$ cat config.mk
export PLATFORM = sky130hd
export DESIGN_NAME = fetch_unit
export DESIGN_NICKNAME = d
export VERILOG_FILES = /design/src/design/fetch_pkg.sv /design/src/design/fetch_req_gen.sv /design/src/design/fetch_resp_join.sv /design/src/design/fetch_unit.sv /design/src/design/seq_num_alloc.sv
export VERILOG_INCLUDE_DIRS = /design/src /design/src/design
export SDC_FILE = /design/constraint.sdc
export NUM_CORES = 1
export LEC_CHECK = 0
export BUFFER_PORTS_ARGS = -buffer_cell sky130_fd_sc_hd__buf_2
export CAP_MARGIN = 20
export CORE_MARGIN = 3
export CORE_UTILIZATION = 50
export CTS_CLUSTER_DIAMETER = 60
export DETAILED_ROUTE_END_ITERATION = 7
export PLACE_DENSITY = 0.83
export SLEW_MARGIN = 0
export SYNTH_ARGS = -nofsm -noshare
export SYNTH_HDL_FRONTEND = slang
export SYNTH_SLANG_ARGS = --single-unit
$ cat constraint.sdc
create_clock -name clk -period 6.3 [get_ports clk]
set_clock_uncertainty 0.05 [all_clocks]
set_input_delay 1.26 -clock clk [delete_from_list [all_inputs] [get_ports clk]]
set_output_delay 1.26 -clock clk [all_outputs]
set_load 0.01 [all_outputs]
$ cat src/design/fetch_consts.svh
/*
  Fetch front end constants
  Reset address, tag window and request limits
*/

`ifndef FETCH_CONSTS_SVH
`define FETCH_CONSTS_SVH

// First address fetched out of reset
`define FETCH_RST_ADDR 32'h0000_0200

// Tag width, window of 2**bits tags
`define FETCH_SEQ_BITS 5

// Commit lanes per cycle
`define FETCH_RECLAIM_WIDTH 2

// Max outstanding memory reads
`define FETCH_MAX_INFLIGHT 4

`endif

$ cat src/design/fetch_pkg.sv
/*
  Fetch front end types
  Memory request and response, decode packet, commit lanes
*/

`include "fetch_consts.svh"

package fetch_pkg;

  // --------------------------------------------------
  // Memory interface
  // --------------------------------------------------

  // Only reads are issued by fetch
  typedef enum logic {
    mem_read  = 1'b0,
    mem_write = 1'b1
  } mem_op_e;

  typedef struct packed {
    mem_op_e     op;
    logic [31:0] addr;
  } mem_req_t;

  // Response echoes op and address
  typedef struct packed {
    mem_op_e     op;
    logic [31:0] addr;
    logic [31:0] data;
  } mem_resp_t;

  // --------------------------------------------------
  // Decode and commit
  // --------------------------------------------------

  typedef struct packed {
    logic [31:0]                pc;
    logic [31:0]                inst;
    logic [`FETCH_SEQ_BITS-1:0] seq_num;
  } fetch_pkt_t;

  // Lane 0 always holds the older commit
  typedef struct packed {
    logic [`FETCH_RECLAIM_WIDTH-1:0]                           val;
    logic [`FETCH_RECLAIM_WIDTH-1:0][`FETCH_SEQ_BITS-1:0] seq_num;
  } commit_t;

endpackage

$ cat src/design/fetch_req_gen.sv
/*
  Fetch request generator
  Issues sequential word reads and caps outstanding requests
*/

`timescale 1ns/1ps

`include "fetch_consts.svh"

module fetch_req_gen (
  input  logic               clk,
  input  logic               rst,
  output fetch_pkg::mem_req_t mem_req,
  output logic               mem_req_val,
  input  logic               mem_req_rdy,
  input  logic               resp_xfer
);

  import fetch_pkg::*;

  localparam int unsigned MAX_INFLIGHT = `FETCH_MAX_INFLIGHT;
  localparam int unsigned CNT_W        = $clog2(MAX_INFLIGHT + 1);

  logic [31:0]      fetch_addr;
  logic [CNT_W-1:0] inflight;
  logic             req_xfer;

  // --------------------------------------------------
  // Request side
  // --------------------------------------------------

  // Stop issuing once the limit is reached
  assign mem_req_val = (inflight != CNT_W'(MAX_INFLIGHT));
  assign req_xfer    = mem_req_val & mem_req_rdy;

  assign mem_req.op   = mem_read;
  assign mem_req.addr = fetch_addr;

  // Next word address on each accepted request
  always_ff @(posedge clk) begin
    if (rst) begin
      fetch_addr <= `FETCH_RST_ADDR;
    end else if (req_xfer) begin
      fetch_addr <= fetch_addr + 32'd4;
    end
  end

  // --------------------------------------------------
  // In-flight counter
  // --------------------------------------------------

  // Up on request, down on response, both cancel
  always_ff @(posedge clk) begin
    if (rst) begin
      inflight <= '0;
    end else begin
      case ({req_xfer, resp_xfer})
        2'b10:   inflight <= inflight + CNT_W'(1);
        2'b01:   inflight <= inflight - CNT_W'(1);
        default: inflight <= inflight;
      endcase
    end
  end

endmodule

$ cat src/design/fetch_resp_join.sv
/*
  Response join
  Pairs a memory response with a fresh tag into the decode register
*/

`timescale 1ns/1ps

`include "fetch_consts.svh"

module fetch_resp_join (
  input  logic                       clk,
  input  logic                       rst,
  input  fetch_pkg::mem_resp_t       mem_resp,
  input  logic                       mem_resp_val,
  output logic                       mem_resp_rdy,
  input  logic                       alloc_val,
  input  logic [`FETCH_SEQ_BITS-1:0] alloc_seq_num,
  output logic                       alloc_take,
  output logic                       resp_xfer,
  output fetch_pkg::fetch_pkt_t      d_pkt,
  output logic                       d_val,
  input  logic                       d_rdy
);

  import fetch_pkg::*;

  fetch_pkt_t pkt_next;
  logic       accept;

  // --------------------------------------------------
  // Accept
  // --------------------------------------------------

  // Needs a tag and a free or draining output slot
  assign mem_resp_rdy = alloc_val & (~d_val | d_rdy);
  assign accept       = mem_resp_val & mem_resp_rdy;

  // Same event toward allocator and request side
  assign alloc_take = accept;
  assign resp_xfer  = accept;

  // Response op is always a read here
  assign pkt_next.pc      = mem_resp.addr;
  assign pkt_next.inst    = mem_resp.data;
  assign pkt_next.seq_num = alloc_seq_num;

  // --------------------------------------------------
  // Output register
  // --------------------------------------------------

  always_ff @(posedge clk) begin
    if (rst) begin
      d_val <= 1'b0;
    end else if (accept) begin
      d_val <= 1'b1;
    end else if (d_rdy) begin
      d_val <= 1'b0;
    end
  end

  // Payload, held while stalled
  always_ff @(posedge clk) begin
    if (accept) begin
      d_pkt <= pkt_next;
    end
  end

endmodule

$ cat src/design/fetch_unit.sv
/*
  Fetch unit top level
  Request generator, tag allocator and response join
*/

`timescale 1ns/1ps

`include "fetch_consts.svh"

module fetch_unit (
  input  logic                  clk,
  input  logic                  rst,
  // Memory request
  output fetch_pkg::mem_req_t   mem_req,
  output logic                  mem_req_val,
  input  logic                  mem_req_rdy,
  // Memory response
  input  fetch_pkg::mem_resp_t  mem_resp,
  input  logic                  mem_resp_val,
  output logic                  mem_resp_rdy,
  // Decode
  output fetch_pkg::fetch_pkt_t d_pkt,
  output logic                  d_val,
  input  logic                  d_rdy,
  // Commit notify
  input  fetch_pkg::commit_t    commit
);

  logic                       resp_xfer;
  logic                       alloc_val;
  logic                       alloc_take;
  logic [`FETCH_SEQ_BITS-1:0] alloc_seq_num;

  // --------------------------------------------------
  // Blocks
  // --------------------------------------------------

  fetch_req_gen req_gen (
    .clk         (clk),
    .rst         (rst),
    .mem_req     (mem_req),
    .mem_req_val (mem_req_val),
    .mem_req_rdy (mem_req_rdy),
    .resp_xfer   (resp_xfer)
  );

  seq_num_alloc seq_alloc (
    .clk           (clk),
    .rst           (rst),
    .alloc_val     (alloc_val),
    .alloc_seq_num (alloc_seq_num),
    .alloc_take    (alloc_take),
    .commit        (commit)
  );

  fetch_resp_join resp_join (
    .clk           (clk),
    .rst           (rst),
    .mem_resp      (mem_resp),
    .mem_resp_val  (mem_resp_val),
    .mem_resp_rdy  (mem_resp_rdy),
    .alloc_val     (alloc_val),
    .alloc_seq_num (alloc_seq_num),
    .alloc_take    (alloc_take),
    .resp_xfer     (resp_xfer),
    .d_pkt         (d_pkt),
    .d_val         (d_val),
    .d_rdy         (d_rdy)
  );

endmodule

$ cat src/design/seq_num_alloc.sv
/*
  Sequence number allocator
  Circular tag window, one tag out per cycle, up to two reclaimed
*/

`timescale 1ns/1ps

`include "fetch_consts.svh"

module seq_num_alloc (
  input  logic                       clk,
  input  logic                       rst,
  output logic                       alloc_val,
  output logic [`FETCH_SEQ_BITS-1:0] alloc_seq_num,
  input  logic                       alloc_take,
  input  fetch_pkg::commit_t         commit
);

  localparam int unsigned SEQ_BITS = `FETCH_SEQ_BITS;
  localparam int unsigned LANES    = `FETCH_RECLAIM_WIDTH;
  // Extra wrap bit on each pointer
  localparam int unsigned PTR_W    = SEQ_BITS + 1;
  localparam int unsigned CNT_W    = $clog2(LANES + 1);
  localparam int unsigned WINDOW   = 1 << SEQ_BITS;

  logic [PTR_W-1:0] head;
  logic [PTR_W-1:0] tail;
  logic [PTR_W-1:0] head_next;
  logic [PTR_W-1:0] tail_next;
  logic [PTR_W-1:0] used_next;
  logic [CNT_W-1:0] commit_cnt;

  // --------------------------------------------------
  // Reclaim count
  // --------------------------------------------------

  // Commits are in order, so only the number of
  // valid lanes matters, not the tags they carry
  always_comb begin
    commit_cnt = '0;
    for (int i = 0; i < LANES; i++) begin
      commit_cnt = commit_cnt + CNT_W'(commit.val[i]);
    end
  end

  // --------------------------------------------------
  // Pointers
  // --------------------------------------------------

  assign tail_next = tail + PTR_W'(alloc_take);
  assign head_next = head + PTR_W'(commit_cnt);

  // Tags in use after this edge
  assign used_next = tail_next - head_next;

  always_ff @(posedge clk) begin
    if (rst) begin
      head <= '0;
      tail <= '0;
    end else begin
      head <= head_next;
      tail <= tail_next;
    end
  end

  // Registered full check on next pointers, so a tag
  // freed now is offered next cycle. Held off in reset
  always_ff @(posedge clk) begin
    if (rst) begin
      alloc_val <= 1'b0;
    end else begin
      alloc_val <= (used_next != PTR_W'(WINDOW));
    end
  end

  // Low bits of tail name the next tag
  assign alloc_seq_num = tail[SEQ_BITS-1:0];

endmodule

==> summary.md <==
| Metric | Value |
|---|---|
| Status | finished, final reports clean |
| Power per cell area | roughly 340 nW/µm² |
| DP Worst Slack | between 2 and 2.5 ns |
| Slew Limit Fails | 0 |
| Avg Cell Area, Syn | 13.2 µm² |
| Vias | 3260 |
| Total Wirelength | between 10000 and 15000 µm |
| Number of port buffers | 172 |
| Post-Synth Simple-Gate Area | approximately 14% |
| Fin nets | 610 |
| Final hold viol count | 0 |
| WL per Instance | roughly 16 µm |
| Top-level I/O count | between 150 and 200 |
| Root buffer cell | clkbuf_8 |
| # DRC | 0 |
| CP Capture Type | register |
| Top cell type by total area after synthesis | edfxtp_1 |
| Post-synth EDFFs | slightly below 70 |
| Adder-Cell Fraction of Synth Area | 3.77% |
| F_max | about 0.3 GHz |
| Syn-to-layout area delta | 35.8% |
| Mapped Cells | 333 |
| Register area share after synthesis | 68.7% |
| Synth Area in XOR/XNOR | 5.51% |
| Hold Buf Count CTS | 0 |
| Skew-Pair Late Insertion Delay | slightly above 0.5 ns |
| Fin Setup TNS | 0 ns |
| Ys flop type | edfxtp_1 |
| Fin crit period | about 3.4 ns |
| Seq pwr share | between 40% and 50% |
| Die height | 99.6 µm |
| Fin crit share | a little over half |
| H-tree levels | 4 |
| Die ar. | 9930 µm² |
| Internal power | ~1.6 mW |
| Core Area | ~8400 µm² |
| # resized after CTS | 0 |
| Proportion of synthesized area in mux cells | 0% |
| Crit-path max FO | 70 |
| Ys async rst share | 0% |
| Post-synthesis cell type count | 42 |
| Switching Fraction | a little under a quarter |
| Diodes inserted | 0 |
| Antenna violations before repair | 0 |
| Largest net degree at the start of global routing | a little over 70 |
| Register Area | 3010 µm² |
| Yosys Warn Count | 0 |
| GP Congestion | 0.835 |
| Mapped Area | approximately 4400 µm² |
| Iteration-0 DRC Markers | around 130 |
| Post-CTS Setup Bufs | 0 |
| Initial Utilization | a little over half |
| Most common cell in the netlist | edfxtp_1 |
| Total clock sinks | approximately 120 |
| Endpoints failing setup | 0 |
| Die width | approximately 100 µm |
| Crit path arrival time | approximately 3.8 ns |
| GRT Total Usage | around a fifth |
| Non-Filler Instances | about 630 |
| Psw | approximately 0.46 mW |
| Main area contributors after synthesis | edfxtp_1 (47%), dfxtp_1 (21%), ha_1 (2.9%) |
| Hold Slack | a little under 0.4 ns |
| Combinational Power Share | between 8 and 9% |
| Synth Area in Compound Gates | 5.39% |
| Placed Cells | 602 |
| ANT nets after route | 0 |
| Startpoint types | primary input |
| First-pass GRT wire length | 15300 µm |
| TritonCTS clock tree | done |
| Worst R2R Setup Slack | approximately 3.4 ns |
| Clock tree buffer depth | 2 |
| CTS clock-pin slew for the worst setup and hold paths | 0.05 ns |
| Synth Register Bits | between 100 and 150 |
| Most frequent cells after synthesis | edfxtp_1 (69), dfxtp_1 (47), nor2_1 (25), a21oi_1 (22), nand3_1 (17) |
| Dpl hpwl | just over 7000 µm |
| Grt ovf | 0 |
| Maximum VDD drop | around 0.00022 V |
| Required time of the critical path | approximately 6.7 ns |
| P_leak | 2.47 nW |
| Footprint of the multi-input gates | approximately 1300 µm² |
| Vias per cell | between 5 and 6 |
| Main combinational cell family by area after synthesis | simple AND/OR/NAND/NOR gates |
| Num CTS Buffers | 17 |
| Fin worst setup slack | around 2.9 ns |
| Max_cap viols | 0 |
| Slew HR | 43.0% |
| Worst setup path class | primary input to register |
| Drt pass-1 iters | 5 |
| RSZ-0062 raised after global routing | no |
| Filler instances | roughly 600 |
| Hold crit path type | register to register |
| Actual slew at the worst max-slew pin | ~0.85 ns |
| FP Rows | 33 |
| Synth top area share | 47.3% |
| Vias in the first global route | between 3000 and 4000 |
| Clock network power share | 48.9% |
| Share of cells above drive strength 1 | between 40% and 50% |
-- per-layer routing --
| layer | GRT usage (%) | vias to the layer above | share of wire, % |
|---|---|---|---|
| met5 | 0 | - | 0 |
| met4 | 7.25 | 0 | 1.3 |
| met3 | 7.22 | 12 | 8.5 |
| met2 | 34.6 | 148 | 51 |
| met1 | 23.0 | 1529 | 39 |
| li1 | - | 1571 | - |
-- power by group through the flow --
stage	clock, mW	combinational (mW)	sequential, mW
final	0.989	0.164	0.869
after global routing	1.05	0.182	0.873
after CTS	1.01	0.166	0.869
after detailed placement	0	0.164	0.885
after global placement	0	0.157	0.881
after floorplan	0	0.0771	0.901
-- flip-flops by register name (all words and copies together), names as in the netlist --
name and cells:
req_gen.inflight 3, req_gen.fetch_addr 30, resp_join.d_val 1, seq_alloc.head 6, resp_join.d_pkt 69, seq_alloc.tail 6
seq_alloc.alloc_val 1
-- final timing paths --
path | startpoint | endpoint | cells past startpoint
worst min register to register | seq_alloc.tail[0] | resp_join.d_pkt[0] | 0
worst max register to register | resp_join.d_val | req_gen.inflight[2] | 11
worst min-delay path | seq_alloc.tail[0] | resp_join.d_pkt[0] | 0
worst max-delay path | d_rdy | req_gen.inflight[2] | 12
-- stage by stage --
stage,area [µm²],utilization (%),power [mW]
after floorplan,4390,-,0.978
after global placement,5340,63.7,1.04
after detailed placement,5340,63.7,1.05
after CTS,5960,71.1,2.04
after global routing,5960,71.1,2.10
final,5960,71.1,2.02
-- cell usage in the layout, fill, tap and decap left out, drive strengths merged, types with 3 or more instances in the layout --
cell type / count
buf: 173
edfxtp: 69
dfxtp: 47
nor2: 25
a21oi: 22
nand3: 18
inv: 18
clkbuf: 17
xnor2: 14
nand2: 14
xor2: 11
o21ai: 10
ha: 10
or4: 8
or3: 8
o31ai: 6
nor2b: 6
nand2b: 5
nor3: 5
and4: 5
and3: 5
clkinv: 5
bufinv: 4
nor4: 3
conb: 3
clkinvlp: 3
-- layout make-up --
cell class                      count  area share, %
Clock buffer                       17           6.95
Clock inverter                     15           3.42
Inverter                           15          0.945
Multi-Input combinational cell    193           21.3
Sequential cell                   116           50.6
Tap cell                          105           2.21
Timing Repair Buffer              173           14.6
-- kinds of logic (layout without fill, tap and decap cells) --
logic type,count (synthesis),after routing
xor+xnor,26,26
fa+ha+maj,12,12
buf+inv,26,220
simple gates,110,110
other cells,1,3
compound gates,42,42
flops,116,116
-- critical path, cell delays in order --
cell and delay (ns):
buf_2 0.07, nand2b_1 0.11, and2_1 0.15, nand2_1 0.09
inv_2 0.07, buf_4 0.66, ha_1 0.31, inv_1 0.06
fa_1 0.37, xor2_1 0.16, or3_1 0.30, a21oi_1 0.14
No activity file was read; power rests on OpenSTA's default activity.
